==> config.mk <==
export PLATFORM = sky130hd
export DESIGN_NAME = exec_unit
export DESIGN_NICKNAME = d
export VERILOG_FILES = /design/src/acc_pkg.sv /design/src/exec_unit.sv
export VERILOG_INCLUDE_DIRS = /design/src /design/src/src
export SDC_FILE = /design/constraint.sdc
export NUM_CORES = 1
export LEC_CHECK = 0
export BUFFER_PORTS_ARGS = -buffer_cell sky130_fd_sc_hd__buf_2
export CAP_MARGIN = 15
export CORE_AREA = 10 10 171 173
export DETAILED_ROUTE_END_ITERATION = 8
export DIE_AREA = 0 0 181 183
export GPL_ROUTABILITY_DRIVEN = 0
export PLACE_DENSITY_LB_ADDON = 0.15
export RECOVER_POWER = 50
export SYNTH_ARGS = -nofsm -noshare
export SYNTH_HDL_FRONTEND = slang
export SYNTH_SLANG_ARGS = --single-unit
==> constraint.sdc <==
create_clock -name clk -period 3.61 [get_ports clk]
set_input_delay 0.722 -clock clk [delete_from_list [all_inputs] [get_ports clk]]
set_output_delay 0.722 -clock clk [all_outputs]
set_load 0.05 [all_outputs]
==> src/acc_params.svh <==
`ifndef ACC_PARAMS_SVH
`define ACC_PARAMS_SVH

// data path width of host words and xram entries
`define ACC_DATA_W 32

// xram address width
`define ACC_ADDR_W 8

// scratch depth, 2 ** ACC_ADDR_W
`define ACC_DEPTH 256

`endif

==> src/acc_pkg.sv <==
`default_nettype none

`include "acc_params.svh"

package acc_pkg;

    typedef logic [`ACC_DATA_W-1:0] data_t;
    typedef logic [`ACC_ADDR_W-1:0] xaddr_t;
    typedef logic [4:0]             fun_t;
    typedef logic [1:0]             op_t;

    // opcodes in command bits 31:30
    localparam op_t OP_XRAM_LD  = 2'd0;
    localparam op_t OP_XRAM_ST  = 2'd1;
    localparam op_t OP_FU_FETCH = 2'd2;
    localparam op_t OP_FU_EX    = 2'd3;

    // other codes pass operand one through
    localparam fun_t FUN_ADD = 5'd0;
    localparam fun_t FUN_SUB = 5'd1;
    localparam fun_t FUN_XOR = 5'd2;
    localparam fun_t FUN_AND = 5'd3;
    localparam fun_t FUN_MAX = 5'd4;

    typedef enum logic [2:0] {
        IDLE,
        DECODE,
        LD_WAIT,
        ST_READ,
        EX_X1_LD,
        EX_X2_LD,
        EX_START
    } ctrl_state_t;

    typedef struct packed {
        logic   en;
        xaddr_t addr;
        data_t  data;
    } xram_wr_t;

    typedef struct packed {
        logic   fetch;
        fun_t   fun;
        logic   x1_ld;
        logic   x2_ld;
        logic   start;
        xaddr_t wa;
    } eu_ctrl_t;

endpackage

`default_nettype wire

==> src/exec_unit.sv <==
`timescale 1ns/1ps
`default_nettype none

module exec_unit (
    input  wire                     clk,
    input  wire                     rst_n,
    input  wire acc_pkg::eu_ctrl_t  eu_ctrl,
    input  wire acc_pkg::data_t     rd_data,
    output acc_pkg::xram_wr_t       fu_wr
);
    import acc_pkg::*;

    fun_t  fun_q;
    data_t x1;
    data_t x2;
    data_t result;

    always_ff @(posedge clk, negedge rst_n) begin
        if (!rst_n) begin
            fun_q <= FUN_ADD;
        end else if (eu_ctrl.fetch) begin
            fun_q <= eu_ctrl.fun;
        end
    end

    // x2 cleared on x1 load so a single-input op sees zero
    always_ff @(posedge clk) begin
        if (eu_ctrl.x1_ld) begin
            x1 <= rd_data;
            x2 <= '0;
        end else if (eu_ctrl.x2_ld) begin
            x2 <= rd_data;
        end
    end

    always_comb begin
        case (fun_q)
            FUN_ADD: result = x1 + x2;
            FUN_SUB: result = x1 - x2;
            FUN_XOR: result = x1 ^ x2;
            FUN_AND: result = x1 & x2;
            // unsigned compare
            FUN_MAX: result = (x1 > x2) ? x1 : x2;
            default: result = x1;
        endcase
    end

    always_comb begin
        fu_wr.en   = eu_ctrl.start;
        fu_wr.addr = eu_ctrl.wa;
        fu_wr.data = result;
    end

endmodule

`default_nettype wire

# After elaboration in Yosys (flattened, before gate mapping)
# Index checks and enable logic that the tools add are counted.
[classes]
addsub = 2
multipliers = 0
n_div = 0
magnitude_cmp = 1
eq_ne = 4
shifts = 0
mux = 2
bitwise = 2
n_reduce_logical = 1
[ops]
columns = ["cell", "n"]
rows = [
  ["$pmux 32 s5", 1],
  ["$add 32x32->32", 1],
  ["$and 32x32->32", 1],
  ["$gt 32x32->1", 1],
  ["$mux 32", 1],
  ["$sub 32x32->32", 1],
  ["$xor 32x32->32", 1],
  ["$eq 5x2->1 const B", 2],
  ["$eq 5x1->1 const B", 1],
  ["$eq 5x3->1 const B", 1],
  ["$logic_not 5->1", 1],
]
[word_totals]
reg_bits = 69
latchBits = 0
ramBits = 0
rom_bits = 0
n_memories = 0

# Logic depth before layout (Yosys ltp)
# Gate-level depths: netlist of run 1.
[depth]
word_depth = 3
mapped_depth = 15
mapped_depth_nobuf = 13

# Worst setup path after synthesis of run 1
# No wires, ideal clock.
[synth_timing]
kind = "flip-flop to output port"
startpoint = "register x1[0]"
endpoint = "output port fu_wr[30] (netlist bit)"
arrival_ps = 3496
required_time_ps = 2888
path_slack_ps = -608
path_stages_with_launch = 14
path_buffers = 0
path_cell_list = "edfxtp_1 > inv_1 > ha_1 > fa_1 > and2b_1 > o2111ai_1 > a2111oi_2 > nor2_1 > o31a_1 > o31a_2 > o21ai_2 > xor2_1 > nand2_1 > a21oi_1"
[synth_rtl]
columns = ["element", "line", "source"]
rows = [
  ["start: declaration", "exec_unit.sv:14", "data_t x1;"],
  ["start signal: assignment", "exec_unit.sv:29", "x1 <= rd_data;"],
  ["end: declaration", "exec_unit.sv:9", "output acc_pkg::xram_wr_t fu_wr"],
]

==> qor.yml, run 1 <==
yosysSeqAreaShare_pct: 22.8
clock_path_buffers: 2
drc: 0
grt_pass1_wl_um: 49500
cp.arrival_ps: 3630
grt_usage_pct: 18.4
synth_top_area_cell: "edfxtp_1"
max_freq_mhz: 230
num-nets-final: 1399
path_max_fanout: 3
synth_ff_type: "edfxtp_1"
synthesis.area_mm2: 0.00759
diodes: 0
hold_buffers: 0
syn_nets: 1083
io_buffers: 73
final.period_utilization_pct: 120
layoutNonFillerInstCount: 1622
clk_latency_ps: 350
yosysWarnings: 0
routed_wl_um: 31400
root_buffer: "clkbuf_16"
multi_input_area_mm2: 0.00618
vdd_ir_drop_max_mv: 0.184
netlist_instances: 966
placedCellCount: 1568
tightestPinTransition_ps: 1840
clkTransAtPathRegs_ps: 70
slew_headroom_pct: -22.9
synth_most_common_cell: "a21oi_1"
synth.avg_cell_area_um2: 7.85
h-tree-depth: 3
fill_cells: 2562
antenna_found_initial: 0
critPathRequiredTime_ps: 2890
setup_viol: 32
async_flop_share_pct: 7.25
crit_type: "reg -> out"
drt_iter0_drc: 612
synth_top_area_share_pct: 12.7
yosys-top-cells-area: "edfxtp_1, ha_1, dfxtp_1, a21oi_1, nor2_1"
grt-ovfl-total: 0
wl_per_cell_um: 19.3
drive_gt1_share_pct: 43.4
ant_nets: 0
ys_ff_latch: 69
seq_area_mm2: 0.00173
power.leakage_nw: 5.07
rsz0062_at_grt: "yes"
num_vias: 8581
die_w_um: 181
hpwl_um: 23600
cts_buffers: 9
power_mw: 4.34
cts_tree: "built"
areaGrowthSynthToFinish_pct: 57.8
critPathLaunchType: "register"
die_y_um: 183
core_area_mm2: 0.0258
start_util_pct: 29.4
grt_pass1_vias: 8815
worstHoldPathType: "in -> async"
fin_util_pct: 46.5
boundaryPins: 92
cts.sinks: 69
firstDrtPassIters: 5
hold_viol: 0
synth_edf_count: 32
ys_types: 96
violations: "max-capacitance violations, max-slew violations, negative setup slack"
period_minus_slack_ps: 4350
drv_cap: 1
fin_skew_ps: 0
end_kind: "output pin"
setup_slack_ps: -739
status: "finished, violations left"
vias_per_cell: 5.29
p_per_area_mw_per_mm2: 363
grt_max_degree: 35
ys_top_cells_by_count: "a21oi_1, nor2_1, o21ai_0"
dieArea_mm2: 0.0331
placementRows: 59
drv_slew: 31
r2r_cells: 1
-- layout make-up --
type / count / area share (%)
tap: 335 / 3.50
inverter: 64 / 2.05
multi-input combinational: 758 / 51.7
timing repair buffer: 380 / 25.9
clock inverter: 4 / 0.408
clock buffer: 12 / 2.06
sequential: 69 / 14.4
-- stage by stage --
step	setup WS (ps)	setup TNS (ps)	hold slack [ps]	instance area (um2)
after CTS	-801	-15480	145	11600
after global routing	-905	-21860	212	12000
final	-739	-16660	188	12000
after floorplan	-187	-642	426	7910
after global placement	-467	-9970	511	10400
after detailed placement	-515	-10480	517	10400
-- cells by family after synthesis --
logic type	after synthesis	synth area share, %
AND/OR/NAND/NOR	255	15.6
buffers and inverters	139	8.49
flip-flops	69	22.8
multiplexers	44	5.92
AO/OA/AOI/OAI	368	33.3
XOR/XNOR	25	2.89
adder cells (fa/ha/maj)	66	11.1
-- registers in the layout, summed over array words and instances (netlist names) --
name	cells
fun_q	5
x1	32
x2	32
-- path summary, 6_finish.rpt --
kind	slack, ps	start	endpoint
max	-740	x1[0]	fu_wr[28]
min reg2reg	530	fun_q[4]	fun_q[4]
max reg2reg	2680	fun_q[0]	fun_q[0]
min in group clk	530	fun_q[4]	fun_q[4]
min	190	rst_n	fun_q[3]
max in group asynchronous	3190	rst_n	fun_q[4]
-- report_power, final --
| group | switching (mW) | total [mW] | internal [mW] | leakage (nW) |
|---|---|---|---|---|
| clock network | 0.404 | 0.958 | 0.555 | 0.147 |
| registers | 0.0430 | 0.923 | 0.880 | 0.636 |
| logic | 1.34 | 2.46 | 1.12 | 4.29 |
-- cell usage in the layout, fill, tap and decap left out, types with 19 or more instances in the layout --
cell / count
buf_4: 277
nor2_1: 99
a21oi_1: 84
inv_1: 59
ha_1: 51
buf_6: 41
o21ai_0: 38
nand2_1: 38
mux2i_1: 37
edfxtp_1: 32
dfxtp_1: 31
a21oi_2: 26
buf_2: 22
nand3_1: 21
clkbuf_1: 21
o21ai_1: 19
-- routing by layer --
metal | routed length, um | GRT usage (%) | vias to the layer above
met3 | 1470 | 2.87 | 48
met1 | 14500 | 23.9 | 4137
met5 | 0 | 0 | -
met2 | 14800 | 30.9 | 221
li1 | - | - | 4175
met4 | 588 | 4.85 | 0
-- critical path, stage by stage, from the launching register on --
cell and delay, ps:
edfxtp_1 360, inv_1 50, ha_2 190, fa_2 330
and2b_2 250, o2111ai_4 140, a2111oi_4 340, nor2_2 110
o31a_1 320, o31a_2 340, o21bai_2 130, xor2_1 90
a221oi_2 360, nor2_4 70, buf_6 160
-- repair_timing --
item / in CTS / in global routing
gates cloned: 2 / 0
pin swaps: 68 / 63
buffers inserted: 22 / 18
endpoints found under the hold margin: 0 / 0
gates resized for setup: 188 / 62
endpoints found under the setup margin: 32 / 32
Power figures use the tool's default switching activity.
==> inputs of run 2 (changes only) <==
Settings changed: RECOVER_POWER 50 to not set.
==> run 2 against run 1 <==
Effect of this change:
- clock skew unchanged
- non-clock buffer count unchanged
- sequential share of layout area about the same
- wire length about the same
- final area up 0.20%
- hold slack worse by 37 ps
- power about the same
- die area unchanged
- clock-buffer cell count stayed put
- sequential power about the same
- the flow finishes with violations (negative setup slack)
- clock power hardly changed
- fmax grew 0.24%
==> qor.yml, run 2 (synthesized netlist as in run 1, its figures left out) <==
critPathLaunchType: "register"
drv_cap: 0  # -1
layoutNonFillerInstCount: 1622  # unchanged
power_frac_comb_pct: 56.7  # about the same
fin_util_pct: 46.5  # +0.092 points
hpwl_um: 23600  # unchanged
vdd_ir_drop_max_mv: 0.183  # -0.48%
grt_pass1_vias: 8815  # unchanged
multi_input_area_mm2: 0.00618  # unchanged
holdWs_ps: 151  # -37.5 ps
ant_nets: 0  # unchanged
critPathRequiredTime_ps: 2890  # about the same
drc: 0  # unchanged
start_util_pct: 29.4  # unchanged
hold_buffers: 0  # unchanged
num-nets-final: 1399  # unchanged
routed_wl_um: 31300  # about the same
r2r-end: "fun_q[0]"
cp.arrival_ps: 3620  # about the same
h-tree-depth: 3  # unchanged
power.leakage_nw: 5.12  # +1.0%
fin_skew_ps: 0  # unchanged
drt_iter0_drc: 654  # +6.9%
p_int_mw: 2.56  # about the same
power_frac_seq_pct: 21.2  # about the same
hold_viol: 0  # unchanged
path_max_fanout: 3  # unchanged
tightestPinTransition_ps: 772  # -1070 ps
power.switching_mw: 1.79  # about the same
clk_latency_ps: 350  # about the same
setup_slack_ps: -729  # +10.3 ps
vias_per_cell: 5.30  # +0.14%
wl_per_cell_um: 19.3  # about the same
max_freq_mhz: 230  # +0.24%
top_regs: "x1 x32, x2 x32, fun_q x5"
final_cell_mix: "buf_4, nor2_1, a21oi_1"
violations: "negative setup slack"
period_minus_slack_ps: 4340  # -10.3 ps
pwr-share-clk_pct: 22.1  # about the same
stdcell_area_mm2: 0.0120  # +0.20%
worstHoldPathType: "in -> async"
boundaryPins: 92  # unchanged
cts_tree: "built"
die_w_um: 181  # unchanged
dieArea_mm2: 0.0331  # unchanged
placedCellCount: 1568  # unchanged
clock_path_buffers: 2  # unchanged
layout_commonest_cell: "buf_4"
drive_gt1_share_pct: 44.9  # +1.5 points
final.setup.tns_ps: -16690  # -32.3 ps
grt_max_degree: 35  # unchanged
r2r_cells: 1  # unchanged
crit_type: "reg -> out"
path_cells: "inv_1 -> ha_2 -> fa_2 -> and2b_2 -> o2111ai_4 -> a2111oi_4 -> nor2_2 -> o31a_1 -> o31a_2 -> o21bai_2 -> xor2_1 -> a221oi_2 -> nor2_4 -> buf_6"
setup_viol: 32  # unchanged
slew_headroom_pct: 48.6  # +71 points
io_buffers: 73  # unchanged
status: "finished, violations left"
grt-ovfl-total: 0  # unchanged
final.period_utilization_pct: 120  # -0.28 points
die_y_um: 183  # unchanged
diodes: 0  # unchanged
grt_usage_pct: 18.4  # unchanged
cts_buffers: 9  # unchanged
areaGrowthSynthToFinish_pct: 58.1
p_sw_share_pct: 41.1  # about the same
cts.sinks: 69  # unchanged
drv_slew: 0  # -100%
place_area_mm2: 0.0104  # unchanged
max_stage_delay_ps: 360  # about the same
firstDrtPassIters: 5  # unchanged
root_buffer: "clkbuf_16"
antenna_found_initial: 0  # unchanged
r2r_slack_ps: 2670  # about the same
path_buf_inv: 2  # unchanged
crit_family: "compound AO/OA/AOI/OAI gates"
slowest_stage: "edfxtp_1"
grt_pass1_wl_um: 49500  # unchanged
clkTransAtPathRegs_ps: 70  # about the same
rsz0062_at_grt: "yes"
core_area_mm2: 0.0258  # unchanged
reg2reg_from: "fun_q[0]"
placementRows: 59  # unchanged
num_vias: 8593  # +0.14%
p_per_area_mw_per_mm2: 362  # -0.17%
end_kind: "output pin"
fill_cells: 2556  # -0.23%
seq_area_mm2: 0.00173  # unchanged
-- run 2: changes by cell type in the layout (fill, tap and decap cells not counted) --
cell	delta
clkbuf_1	-19
buf_2	+19
-- run 2: worst max-delay path by stage --
stage / start / to / slack, ps / depth (start not counted)
2_1_floorplan: x1[0] / fu_wr[30] / -190 / 13
3_3_place_gp: x1[0] / fu_wr[28] / -470 / 14
3_5_place_dp: x1[0] / fu_wr[28] / -510 / 14
4_1_cts: x1[0] / fu_wr[28] / -800 / 14
5_1_grt: x1[0] / fu_wr[28] / -910 / 14
6_report: x1[0] / fu_wr[28] / -730 / 14
-- run 2: stage by stage --
step / setup slack (ps) / power [mW]
finish: -729 / 4.34
global placement: -467 / 2.95
detailed placement: -515 / 2.95
CTS: -801 / 4.24
floorplan: -187 / 2.19
global route: -905 / 4.57
-- run 2: power by group through the flow --
stage | Sequential (mW) | Clock [mW] | Combinational (mW)
after floorplan | 0.938 | 0 | 1.25
after global placement | 0.937 | 0 | 2.01
after detailed placement | 0.938 | 0 | 2.01
after CTS | 0.922 | 0.985 | 2.34
after global routing | 0.930 | 1.01 | 2.63
final | 0.923 | 0.958 | 2.46
-- run 2: area by class of cell --
type                    instances  area share [%]
flip-flops and latches         69            14.4
well taps                     335            3.50
clock buffers                  12            2.06
multi-input cells             758            51.6
repair buffers                380            26.0
inverters                      64            2.04
clock inverters                 4           0.407
-- run 2: repair_timing --
action | CTS | global route
resized for setup | 188 | 62
setup buffers | 22 | 18
gates cloned | 2 | 0
pin swaps | 68 | 63
endpoints found under the setup margin | 32 | 32
-- run 2: routing by layer --
layer | wire length (um) | GRT usage, % | share of wire, %
met5 | 0 | 0 | 0
met4 | 561 | 4.85 | 1.8
met3 | 1620 | 2.87 | 5.2
met2 | 14800 | 30.9 | 47
met1 | 14300 | 23.9 | 46
