==> config.mk <==
export PLATFORM = sky130hd
export DESIGN_NAME = ctrl_unit
export DESIGN_NICKNAME = d
export VERILOG_FILES = /design/src/acc_pkg.sv /design/src/ctrl_unit.sv
export VERILOG_INCLUDE_DIRS = /design/src /design/src/src
export SDC_FILE = /design/constraint.sdc
export NUM_CORES = 1
export LEC_CHECK = 0
export BUFFER_PORTS_ARGS = -buffer_cell sky130_fd_sc_hd__buf_2
export CORE_MARGIN = 2
export CORE_UTILIZATION = 45
export CTS_BUF_LIST = sky130_fd_sc_hd__clkbuf_2
export CTS_CLUSTER_SIZE = 40
export DETAILED_ROUTE_END_ITERATION = 6
export PLACE_DENSITY = 0.83
export SETUP_SLACK_MARGIN = 0.2
export SLEW_MARGIN = 15
export SYNTH_ARGS = -nofsm -noshare
export SYNTH_HDL_FRONTEND = slang
export SYNTH_SLANG_ARGS = --single-unit
==> constraint.sdc <==
create_clock -name clk -period 4 [get_ports clk]
set_clock_uncertainty 0.05 [all_clocks]
set_input_delay 0.4 -clock clk [delete_from_list [all_inputs] [get_ports clk]]
set_output_delay 0.4 -clock clk [all_outputs]
set_load 0.05 [all_outputs]
==> src/acc_params.svh <==
`ifndef ACC_PARAMS_SVH
`define ACC_PARAMS_SVH

// data path width of host words and xram entries
`define ACC_DATA_W 32

// xram address width
`define ACC_ADDR_W 8

// scratch depth, 2 ** ACC_ADDR_W
`define ACC_DEPTH 256

`endif

==> src/acc_pkg.sv <==
`default_nettype none

`include "acc_params.svh"

package acc_pkg;

    typedef logic [`ACC_DATA_W-1:0] data_t;
    typedef logic [`ACC_ADDR_W-1:0] xaddr_t;
    typedef logic [4:0]             fun_t;
    typedef logic [1:0]             op_t;

    // opcodes in command bits 31:30
    localparam op_t OP_XRAM_LD  = 2'd0;
    localparam op_t OP_XRAM_ST  = 2'd1;
    localparam op_t OP_FU_FETCH = 2'd2;
    localparam op_t OP_FU_EX    = 2'd3;

    // other codes pass operand one through
    localparam fun_t FUN_ADD = 5'd0;
    localparam fun_t FUN_SUB = 5'd1;
    localparam fun_t FUN_XOR = 5'd2;
    localparam fun_t FUN_AND = 5'd3;
    localparam fun_t FUN_MAX = 5'd4;

    typedef enum logic [2:0] {
        IDLE,
        DECODE,
        LD_WAIT,
        ST_READ,
        EX_X1_LD,
        EX_X2_LD,
        EX_START
    } ctrl_state_t;

    typedef struct packed {
        logic   en;
        xaddr_t addr;
        data_t  data;
    } xram_wr_t;

    typedef struct packed {
        logic   fetch;
        fun_t   fun;
        logic   x1_ld;
        logic   x2_ld;
        logic   start;
        xaddr_t wa;
    } eu_ctrl_t;

endpackage

`default_nettype wire

==> src/ctrl_unit.sv <==
`timescale 1ns/1ps
`default_nettype none

module ctrl_unit (
    input  wire               clk,
    input  wire               rst_n,
    input  wire acc_pkg::data_t h2f_io,
    input  wire               h2f_write,
    output acc_pkg::data_t    f2h_io,
    output logic              busy,
    output acc_pkg::xaddr_t   rd_addr,
    input  wire acc_pkg::data_t rd_data,
    output acc_pkg::xram_wr_t host_wr,
    output acc_pkg::eu_ctrl_t eu_ctrl
);
    import acc_pkg::*;

    data_t       cmd_q;
    op_t         op;
    fun_t        fun;
    logic        dual_input;
    xaddr_t      ra1;
    xaddr_t      ra2;
    xaddr_t      wa;
    ctrl_state_t state;
    ctrl_state_t nxt_state;

    // command is held until the sequence ends, wa included for a pending load
    always_ff @(posedge clk) begin
        if (state == IDLE && h2f_write) begin
            cmd_q <= h2f_io;
        end
    end

    assign {op, fun, dual_input, ra1, ra2, wa} = cmd_q;

    always_ff @(posedge clk, negedge rst_n) begin
        if (!rst_n) begin
            state <= IDLE;
        end else begin
            state <= nxt_state;
        end
    end

    always_comb begin
        nxt_state = state;
        case (state)
            IDLE: begin
                if (h2f_write) begin
                    nxt_state = DECODE;
                end
            end
            DECODE: begin
                case (op)
                    OP_XRAM_LD:  nxt_state = LD_WAIT;
                    OP_XRAM_ST:  nxt_state = ST_READ;
                    OP_FU_FETCH: nxt_state = IDLE;
                    default:     nxt_state = EX_X1_LD;
                endcase
            end
            LD_WAIT: begin
                // next host strobe carries the data word
                if (h2f_write) begin
                    nxt_state = IDLE;
                end
            end
            ST_READ: begin
                nxt_state = IDLE;
            end
            EX_X1_LD: begin
                nxt_state = dual_input ? EX_X2_LD : EX_START;
            end
            EX_X2_LD: begin
                nxt_state = EX_START;
            end
            default: begin
                nxt_state = IDLE;
            end
        endcase
    end

    // read data for ra1 lands in ST_READ
    always_ff @(posedge clk, negedge rst_n) begin
        if (!rst_n) begin
            f2h_io <= '0;
        end else if (state == ST_READ) begin
            f2h_io <= rd_data;
        end
    end

    assign busy = (state != IDLE) && (state != LD_WAIT);

    // ra1 issued in DECODE, ra2 while x1 is loaded
    assign rd_addr = (state == EX_X1_LD) ? ra2 : ra1;

    always_comb begin
        host_wr.en   = (state == LD_WAIT) && h2f_write;
        host_wr.addr = wa;
        host_wr.data = h2f_io;
    end

    always_comb begin
        eu_ctrl.fetch = (state == DECODE) && (op == OP_FU_FETCH);
        eu_ctrl.fun   = fun;
        eu_ctrl.x1_ld = (state == EX_X1_LD);
        eu_ctrl.x2_ld = (state == EX_X2_LD);
        eu_ctrl.start = (state == EX_START);
        eu_ctrl.wa    = wa;
    end

endmodule

`default_nettype wire

# Word-level counts from Yosys, hierarchy flattened

Index checks and enable logic that the tools add are counted.

Reductions and logical operators: 8
Equality and inequality tests: 11
Multiplexer cells: 6

Operator list:

| operator           | number |
|---|---|
| $pmux 3 s5         | 1 |
| $eq 3x3->1 const B | 3 |
| $pmux 3 s3         | 1 |
| $mux 8             | 1 |
| $eq 3x2->1 const B | 2 |
| $mux 3             | 2 |
| $logic_and 1x1->1  | 4 |
| $ne 2x2->1 const B | 2 |
| $eq 3x1->1 const B | 1 |
| $logic_not 3->1    | 1 |
| $ne 3x2->1 const B | 1 |
| $reduce_bool 3->1  | 1 |
| $eq 2x1->1 const B | 1 |
| $eq 2x2->1 const B | 1 |
| $logic_not 2->1    | 1 |
| $mux 2             | 1 |
| $reduce_and 2->1   | 1 |

Input bits: 67
Register bits: 67

# Logic depth before layout (Yosys ltp)

Gate-level depths: netlist (run 1).

Depth after elaboration: 3
Depth in mapped cells: 4
Gate-level depth less buffers: 3

# Least setup slack after synthesis (run 1)

Ideal clock, no wire load.

Path type: flip-flop to flip-flop
Start: register state[2]
End: register cmd_q[0] (enable)
Library setup time: 0.461 ns
Data arrival time: 2.791 ns
Cell stages (with the launch flop): 3
Slack: 0.698 ns
Cell sequence: dfrtp_1 nand2b_1 nor3_1

Longest elaborated chain between the ends: 2

Ends and longest elaborated chain:

| item                   | RTL line        | text |
|---|---|---|
| from (decl)            | ctrl_unit.sv:25 | `ctrl_state_t state;` |
| from (signal assigned) | ctrl_unit.sv:41 | `state <= nxt_state;` |
| $logic_not 3->1        | ctrl_unit.sv:30 | `if (state == IDLE && h2f_write) begin` |
| $logic_and 1x1->1      | ctrl_unit.sv:30 |  |
| to (signal assigned)   | ctrl_unit.sv:31 | `cmd_q <= h2f_io;` |
| to (decl)              | ctrl_unit.sv:18 | `data_t cmd_q;` |

No other way between the ends.
A chain may end at the register's enable or synchronous reset.

# Worst setup path after layout (run 1)

Start: register state[1]
End: output rd_addr[4]

Longest elaborated chain between the ends: 2

Ends and longest elaborated chain:

| item       | RTL line        | text |
|---|---|---|
| $eq 3x3->1 | ctrl_unit.sv:94 | `assign rd_addr = (state == EX_X1_LD) ? ra2 : ra1;` |
| $mux 8     | ctrl_unit.sv:94 |  |
| to (decl)  | ctrl_unit.sv:11 | `output acc_pkg::xaddr_t rd_addr,` |

No other way between the ends.

==> impl_summary.md, run 1 <==
Status
The flow ran to the end, and the final reports show no timing, DRC or antenna violations.

Die
The horizontal extent of the die is 83.7 um. Once the floorplan was initialized, standard cells occupied 45.8% of the core. The die covers 7000 um2. The total area inside the core boundary comes to 6240 um2. During I/O placement, the number of pins put on the boundary was 166.

The number of rows in the core area is 29. Measured along the y axis, the die boundary spans 83.7 um.

Logic synthesis
In the synthesized netlist the async set-or-reset flop fraction comes to 52.2%. In this run, synthesis inferred 32 flip-flops with an integrated enable. For this run, the register share of the synthesized area comes to 64.3%. Synthesis produced a netlist with a net count of 253.

The synthesized design devotes to its leading area cell type 33.6% of total area. The most used flip-flop cell after synthesis is dfrtp_1. After synthesis, the cell types taking the most area are edfxtp_1 34%, dfrtp_1 31%, buf_4 15%. The number of instances in the synthesized netlist is 186.

The synthesized netlist occupies a cell area of 2860 um2. The total of warnings raised by yosys is 0. After synthesis, the mean cell area works out to 15.4 um2.

Counting flops and latches in the post-synthesis netlist gives 67. The library cell with the largest summed area after synthesis is edfxtp_1. The distinct cell type count of the synthesized netlist is 23.

Drt
The vias per cell is 4.59. In the routed design, unresolved DRC markers number 0. Dividing the detail-routed wire length by the instance count gives 14.5 um. The length of the first detailed-routing pass in iterations is 4. The final layout contains routed wiring with a total length of 5870 um. The antenna violation net count after detailed routing is 0. The number of vias in the routed layout is 1858. The detailed router's first-iteration violation count is 69.

Placed design
The number of placed instances with taps included is 371. The count of buffers added on input and output ports is 165. The final RePlAce weighted congestion is 0.774. The detailed-placement wirelength estimate is 4140 um.

CTS
The CTS tree is yes. In this run the number of H-tree levels came out at 3. At the later pin of the worst-skew pair, clock insertion delay measures 440 ps.

Once the clock tree was built, the resizer swapped 0 gates to a different size. Clock-pin slew was measured on the worst setup and hold paths at 160 ps. The number of clock sinks is 67.

In this run the clock root is driven by a clkbuf_2. In this run the deepest clock path goes through 2 buffers. The total CTS buffers is 9.

STA
The worst-case headroom to the max-slew limit is 37.3%. For the pin with the worst max-slew slack, the measured transition is 935 ps. Setup violations remaining at the end of the flow were counted as 0. The number of hold violations in the final report was 0. Setup repair after global routing left no endpoint under its margin. The final period demand of the worst path is 2560 ps. The final worst-path cycle share is 63.9%. Hold timing on the final database bottoms out at a slack of 74.3 ps. The number of pins with negative max-slew slack in the final report is 0. For this run, the top clock speed supported by timing is 391 MHz. Setup total negative slack on the finished layout was measured at 0 ps.

Critical path
The worst setup path is captured at an output pin. The largest single stage delay on the critical path is 540 ps. The setup path with the least slack is of type reg2out. The arrival time of data at the critical path endpoint is 2110 ps. STA classifies the critical path startpoint as a flip-flop. In this run the register-to-register setup slack is 1870 ps.

The sum of buffers and inverters on the critical path is 1. The top fanout value on the critical path is 9. The critical path goes through nor3_4, mux2_2, buf_2.

For this design, the slowest cell found on the critical path is dfrtp_1. In this run the critical register-to-register path is captured at cmd_q[30]$_DFFE_PP_. In this design, the largest share of critical-path delay is due to flip-flops. The reg-to-reg critical path startpoint is state[2]$_DFFE_PN0P_. Data on the critical path is required at its endpoint by 3550 ps.

The worst-case reg-to-reg path depth is 3.

Hold path
The path with the worst hold slack has its endpoint at cmd_q[21]$_DFFE_PP_. In this run the most critical hold path is launched from h2f_io[21]. In this run the worst hold path is classified as in2reg. Counting instances, the worst hold path has a depth of 1.

Global route
The global router's overall resource usage is 15.5%. The number of antenna violations at the first check in global routing is 0. Entering global routing, the biggest net connects 36 pins. The total global routing overflow is 0.

The first-pass GRT wire length is 8380 um. The via count of the first global-routing pass is 1776.

Finish
From synthesis to final layout, the design area changed by 27.5%. Measured on the finished design, the core utilization comes to 58.4%. The fraction of layout cells with a size suffix above 1 is 68.6%. In the final design database the tool counted 390 nets. The number of antenna cells inserted is 0. Counting the fill cells in the layout gives 528. After the flow finishes, the layout carries non-filler instances totaling 405.

Run
The number of max-cap violations is 0.

Power
The power per cell area is 878 nW/um2. The largest vdd supply drop is 0.000528 V. The leakage dissipation is 1.74 nW.
-- routing by layer --
| layer | track usage (%) | part of all wire (%) |
|---|---|---|
| met5 | 0 | 0 |
| met1 | 17.6 | 37 |
| met2 | 26.6 | 56 |
| met4 | 7.92 | 1.5 |
| met3 | 4.45 | 5.3 |
-- Yosys cell counts, types with 2 or more instances --
master    count
nand2b_1      3
mux2_1        2
edfxtp_1     32
a21oi_1       2
mux2_2       38
dfrtp_1      35
nor2_1        2
buf_4        57
-- worst max-delay path by stage --
stage,endpoint,startpoint,cells past startpoint
finish,rd_addr[4],state[1]$_DFFE_PN0P_,3
global route,rd_addr[4],state[1]$_DFFE_PN0P_,3
CTS,rd_addr[4],state[1]$_DFFE_PN0P_,3
detailed placement,cmd_q[15]$_DFFE_PP_,state[2]$_DFFE_PN0P_,3
global placement,cmd_q[15]$_DFFE_PP_,state[2]$_DFFE_PN0P_,3
floorplan,cmd_q[0]$_DFFE_PP_,state[2]$_DFFE_PN0P_,2
-- power by group --
| group | total (mW) | switching [mW] | internal [mW] |
|---|---|---|---|
| combinational | 1.70 | 1.26 | 0.439 |
| clock | 0.370 | 0.220 | 0.150 |
| sequential | 1.12 | 0.130 | 0.995 |
| total | 3.20 | 1.61 | 1.58 |
-- state kept, by name (all words and copies together), names as in the netlist --
signal	count
cmd_q	32
f2h_io	32
state	3
-- cell type report --
type	count	area (um2)	area share (%)
clock buffers	12	60.1	1.65
well taps	77	96.3	2.64
multi-input cells	59	586	16.1
clock inverters	4	43.8	1.20
repair buffers	184	1010	27.8
flip-flops and latches	67	1840	50.4
inverters	2	7.51	0.206
-- per-stage QoR --
step                instance area [um2]  worst slack, ps  power [mW]
floorplan                          2860              698        2.54
global placement                   3360             1930        2.81
detailed placement                 3360             1850        2.84
CTS                                3470             1380        3.22
global route                       3640             1280        3.35
finish                             3640             1440        3.20
-- cells by family (layout without fill, tap and decap cells) --
group	Yosys count	after routing	share of synthesized area, %
muxes	40	40	15.8
DFF	67	67	64.3
and+or+nand+nor	14	14	3.33
AOI/OAI and AO/OA	5	5	1.23
buffers and inverters	60	202	15.4
-- timing repair --
item | 4_1_cts | 5_1_grt
endpoints found under the hold margin | 35 | 17
buffers inserted | 0 | 0
hold buffers | 1 | 17
-- placed cells by master, fill, tap and decap left out, types with 2 or more instances in the layout --
cell type,count
mux2_2,38
dfrtp_1,35
mux2_1,2
clkinv_2,2
nand2b_1,3
nor2_1,2
buf_2,165
inv_2,2
clkbuf_2,12
a21oi_1,2
dlygate4sd3_1,18
edfxtp_1,32
Note: power is estimated with default switching activity, not from simulation.
==> run 2, diff against run 1 <==
Settings changed: CORE_UTILIZATION 45 to 41, PLACE_DENSITY 0.83 to 0.8.
Clock period 4 ns to 2.3 ns, I/O delays scaled along.
==> run 2 against run 1 <==
Effect of this change: worst setup slack got worse by 1300 ps; die area is 9.3% higher; non-clock buffer count grew 59; combinational power is 100% higher; core utilization up 7.0 points; hold slack gained 220 ps; cell area is 21% higher; wire length grew 21%; sequential cell count unchanged; first-iteration DRC count is 26% higher; power up 90%; critical path type unchanged; largest cell class unchanged.
==> impl_summary.md, run 2 (same netlist as run 1, synthesis figures left out) <==
Placed design
Once placement completed, the tool counted placed cells totaling 376. The count of input and output buffers is 165. Prior to clock tree synthesis, the placed netlist has a worst setup slack of 379 ps. Routability-driven placement finished with a final weighted congestion of 0.700. After detailed placement, the total cell area comes to 3390 um2. The detailed-placement wirelength estimate is 4200 um.

Die
The area of the die is 7650 um2. The count of pins on the block boundary is 166. The total area inside the core boundary comes to 6760 um2. Measured along the y axis, the die boundary spans 87.5 um. The floorplan has 30 rows. The horizontal extent of the die is 87.5 um.

The starting density of the core is 42.3%.

STA
Setup repair after global routing could not meet its margin everywhere. Setup violations remaining at the end of the flow were counted as 0. At the pin with the least slew margin, the transition time is 744 ps. The final worst-path cycle share is 93.2%. Setup slack closes at 157 ps. The number of hold violations in the final report is 0. The number of pins with negative max-slew slack in the final report is 0. For the finished layout, the period the worst path requires is 2140 ps. The sum of negative setup slack is 0 ps. The highest attainable clock frequency is 467 MHz. Final hold analysis gives a worst-case slack of 290 ps. The worst-case headroom to the max-slew limit is 50.4%.

Run
The tool flagged a number of max-cap violations equal to 0.

Critical path
The highest cell delay on the worst timing path is 460 ps. The type of the worst setup path is reg2out. Measured in cells, the most critical reg-to-reg path has a length of 4. The internal reg-to-reg setup slack is 650 ps. The largest individual stage delay along the critical path comes from the cell dfrtp_2. The type of origin of the critical path is a flip-flop. The sum of buffers and inverters on the critical path is 3. STA puts the critical path data required time at 2020 ps.

In this run the critical register-to-register path is captured at f2h_io[15]$_DFFE_PN0N_. The launching instance or port of the critical path is state[1]$_DFFE_PN0P_. The arrival time of data at the critical path endpoint is 1860 ps. The top fanout value on the critical path is 5.

The endpoint kind of the worst setup timing path is an output pin. The category of cells accounting for the largest share of critical-path delay is flip-flops. The signal on the critical path passes through nor3_4, buf_6, buf_12, mux2_4, buf_8. The reg-to-reg critical path startpoint is state[0]$_DFFE_PN0P_.

Drt
After detailed routing, the number of remaining DRC violations is 0. Across all layers, the routed design uses 2142 vias. The first detailed-routing pass ran for 6 iterations. The detailed router's first-iteration violation count is 87. Dividing the detail-routed wire length by the instance count gives 15.3 um. The final layout contains routed wiring with a total length of 7130 um. The antenna violation net count after detailed routing is 0. The vias per cell is 4.59.

Status
The run finished with clean final reports.

Finish
Leaving out fill and tap cells, the most frequent cells in the layout are 153 x buf_2, 66 x dlygate4sd3_1, 33 x dfrtp_1. The area added between synthesis and finish is 54.6%. Fill cells in the final layout number 497.

Once layout is done, the placed cells without fillers occupy 4420 um2. The post-layout utilization of the core is 65.4%. The fraction of layout cells with a size suffix above 1 is 61.8%. Leaving out filler cells and counting taps, the final layout contains 467. The number of antenna cells inserted is 0.

The largest registers in the layout are cmd_q (32), f2h_io (32), state (3). The leading cell type in the layout, fill and taps excluded is buf_2. After the last flow step, the layout net total stands at 449.

Global route
The number of antenna violations at the first check in global routing came to 0. Global routing consumed, over all layers together, 18.9% of the routing resources. Global routing consumed, on the met1 layer, 20.2% of the routing resources.

The layer flagged by global routing as most heavily used is met2. Summed over all layers, the global routing overflow is 0. The largest net degree at the start of global routing is 36. The via count of the first global-routing pass is 2235. The met2 track demand over resource in global routing is 34.0%. Global routing consumed, on the met3 layer, 3.89% of the routing resources. The first-pass GRT wire length is 10700 um.

Power
The net load switching power is 3.00 mW. The sequential power share is 31.8%. The clock network fraction of design power is 11.1%. Summed over all cells, the static leakage comes to 2.06 nW. Power comes to 6.09 mW. In this run, the combinational gates consume 57.0% of the power. Across the VDD grid, the largest voltage drop is 0.00104 V. The switching share of total power is 49.3%. In this run the power density over the cells is 1380 nW/um2. The total internal power is 3.09 mW.

CTS
Clock-pin slew was measured on the worst setup and hold paths at 200 ps. TritonCTS built the clock tree. The total number of H-tree levels is 3. The buffer type at the clock tree root is clkbuf_2. No sink is reached through more buffers than the 2 on the longest clock path. Counting the buffers created by CTS gives 9. For the worst-skew pair, the clock arrives at the later sink with an insertion delay of 470 ps. The number of clock sinks is 67.

Hold path
The tightest min-delay check is of the in2async type.
## run 2: power by group through the flow
stage               logic, mW  registers (mW)  clock network (mW)
global route             3.62            1.99               0.766
finish                   3.47            1.94               0.679
CTS                      3.43            1.93               0.710
detailed placement       3.00            1.99                   0
global placement         2.95            1.97                   0
floorplan                1.47            2.96                   0
## run 2: layer usage
metal  wire length [um]  up-vias
met5                  0        -
met1               2570     1027
met2               3930      102
li1                   -      991
met4                252        0
met3                371       22
## run 2: how the worst max path moves through the flow
stage | to | slack [ps] | cells after the start
global placement | rd_addr[1] | 430 | 3
CTS | rd_addr[0] | 130 | 6
global route | rd_addr[1] | 20 | 5
floorplan | rd_addr[0] | 300 | 3
detailed placement | rd_addr[0] | 380 | 3
finish | rd_addr[7] | 160 | 5
## run 2: repair_timing
action	CTS	global route
gates cloned	1	0
endpoints found under the hold margin	100	0
hold buffers	66	0
pin swaps	1	2
setup buffers	7	1
gates resized for setup	36	11
endpoints found under the setup margin	9	12
## run 2: cell type report
cell class | instances | area [um2] | share of cell area (%)
clock buffers | 9 | 45.0 | 1.02
clock inverters | 7 | 68.8 | 1.56
inverters | 2 | 7.51 | 0.170
multi-input cells | 59 | 644 | 14.6
flip-flops and latches | 67 | 1840 | 41.6
well taps | 80 | 100 | 2.27
repair buffers | 243 | 1710 | 38.8
## run 2: worst reg2reg max path, delay by kind of cell, from the launching register on
| family | cells | cell delay (ps) |
|---|---|---|
| buffers and inverters | 2 | 560 |
| multiplexers | 1 | 400 |
| AND/OR/NAND/NOR | 1 | 90 |
| flip-flops | 1 | 470 |
==> run 3, diff against run 2 <==
Settings changed: RECOVER_POWER from default to 25.
==> run 3 against run 2 <==
Effect of this change: final cell count unchanged; core utilization shrank 0.39 points; wire length fell by 0.17%; sequential power is essentially flat.
==> impl_summary.md, run 3 (same netlist as run 1, synthesis figures left out) <==
Power
Across the VDD grid, the largest voltage drop is 0.00103 V. Summing internal, switching and leakage power gives 6.09 mW. The power per cell area is 1390 nW/um2. The leakage dissipation is 2.00 nW.

Global route
The via count of the first global-routing pass is 2235. The number of antenna violations at the first check in global routing is 0. The global router's overall resource usage is 18.9%.

The first-pass GRT wire length is 10700 um. Summed over all layers, the global routing overflow is 0. Entering global routing, the biggest net connects 36 pins.

Status
The flow ran to the end, and the final reports show no timing, DRC or antenna violations.

CTS
TritonCTS built the clock tree. The insertion delay of the later-clocked pin in the worst-skew pair is 480 ps. Clock-pin slew was measured on the worst setup and hold paths at 200 ps. The clock passes through at most 2 buffers.

The total number of H-tree levels is 3. The buffer type at the clock tree root is clkbuf_2. The total CTS buffers is 9. The clock drives 67 sinks.

Critical path
The type of origin of the critical path is a flip-flop. The worst setup path is captured at an output pin. The top fanout value on the critical path is 5.

Traced cell by cell, the critical path runs through nor3_4, buf_6, buf_12, mux2_4, buf_8. Setup slack on the worst reg-to-reg path comes out at 650 ps. The highest cell delay on the worst timing path is 460 ps. Among all stages on the critical path, the largest delay is contributed by dfrtp_2. STA puts the critical path data arrival time at 1870 ps. STA puts the critical path data required time at 2020 ps. The worst setup path is of the reg2out kind.

Die
The number of rows in the core area is 30. The vertical die dimension is 87.5 um. The count of pins on the block boundary is 166.

The total area inside the core boundary comes to 6760 um2. The starting density of the core is 42.3%. The area of the die is 7650 um2. In this run the horizontal extent of the chip is 87.5 um.

STA
The final period demand of the worst path is 2150 ps. The number of hold violations in the final report is 0. The actual slew at the worst max-slew pin is 744 ps.

The final worst-path cycle share is 93.6%. Static timing analysis puts the maximum clock frequency at 465 MHz. The count of final setup violators is 0. Setup repair after global routing could not meet its margin everywhere. Headroom to the max-slew limit came out at 50.4%.

The sum of negative setup slack is 0 ps. The number of pins with negative max-slew slack in the final report came to 0.

Hold path
The tightest min-delay check is of the in2async type.

Finish
Of the cells placed in the final design, the portion with a size suffix greater than 1 is 56.3%. From synthesis to final layout, the design area changed by 53.7%. The library cells used most frequently in the layout, excluding fill and tap cells, are 130 x buf_2, 66 x dlygate4sd3_1, 33 x dfrtp_1.

The largest registers in the layout are cmd_q (32), f2h_io (32), state (3). The post-layout utilization of the core is 65.0%. The repair_antennas step left the layout with diodes totalling 0. The final layout contains 449 nets. The library cell used most frequently in the layout, excluding fill and tap cells, is buf_2.

The layout has 512 filler cells.

Drt
The count of unresolved DRC violations after routing is 0. Wires add up to 7120 um. The antenna violation net count after detailed routing is 0. The detailed router finished its first iteration with 73 violations. The vias per cell is 4.61.

The number of vias in the routed layout is 2151. For this run, the detailed router's first-pass iteration total came to 6. The wire length per cell after detailed routing is 15.2 um.

Placed design
The detailed-placement wirelength estimate is 4200 um. The count of input and output buffers is 165. The final RePlAce weighted congestion is 0.700.

Run
The tool flagged a number of max-cap violations equal to 0.
run 3: cell types whose count changed in the layout (fill, tap and decap cells not counted), sizes merged:
cell    previous run  this run
clkbuf            11        34
buf              175       152
run 3: timing repair:
| action | 4_1_cts | 5_1_grt |
|---|---|---|
| gates cloned | 1 | 0 |
| hold endpoints to repair | 100 | 0 |
| pin swaps | 1 | 2 |
| gates resized for setup | 36 | 11 |
| setup buffers | 7 | 1 |
| hold buffers | 66 | 0 |
| setup endpoints to repair | 9 | 12 |
run 3: critical path: cells and delay by family (launching register included):
kind	cells	cell delay (ps)
buffers and inverters	3	400
AND/OR/NAND/NOR	1	220
multiplexers	1	310
flip-flops	1	460
run 3: final timing paths:
check | startpoint | endpoint | cells after the start
worst max-delay path | state[1]$_DFFE_PN0P_ | rd_addr[3] | 5
worst min-delay path | rst_n | f2h_io[19]$_DFFE_PN0N_ | 2
worst max register to register | state[0]$_DFFE_PN0P_ | f2h_io[15]$_DFFE_PN0N_ | 4
worst min register to register | f2h_io[5]$_DFFE_PN0N_ | f2h_io[5]$_DFFE_PN0N_ | 1
max in group asynchronous | rst_n | state[0]$_DFFE_PN0P_ | 2
min in group clk | h2f_io[9] | cmd_q[9]$_DFFE_PP_ | 2
run 3: metal layers:
layer	vias to the layer above	global-route usage, %	part of all wire (%)
met1	1041	20.2	36
met2	100	34.0	56
met5	-	0	0
met4	0	11.0	3.4
met3	20	3.89	5.1
li1	990	-	-
run 3: per-stage QoR:
step / setup slack [ps] / hold WS, ps / cell area, um2 / instances
floorplan: 300 / -116 / 2880 / 186
global placement: 434 / 291 / 3390 / 376
detailed placement: 379 / 301 / 3390 / 376
CTS: 131 / 252 / 4370 / 466
global route: 23.8 / 289 / 4390 / 467
finish: 148 / 284 / 4390 / 467
run 3: area by class of cell:
cell class,instances,area [um2],area share (%)
Clock buffer,9,45.0,1.03
Clock inverter,7,68.8,1.57
Inverter,2,7.51,0.171
Multi-Input combinational cell,59,644,14.7
Sequential cell,67,1840,41.9
Tap cell,80,100,2.28
Timing Repair Buffer,243,1690,38.4
run 3: report_power, final:
group          switching [mW]  internal [mW]
clock                   0.433          0.247
sequential              0.205           1.73
combinational            2.36           1.10
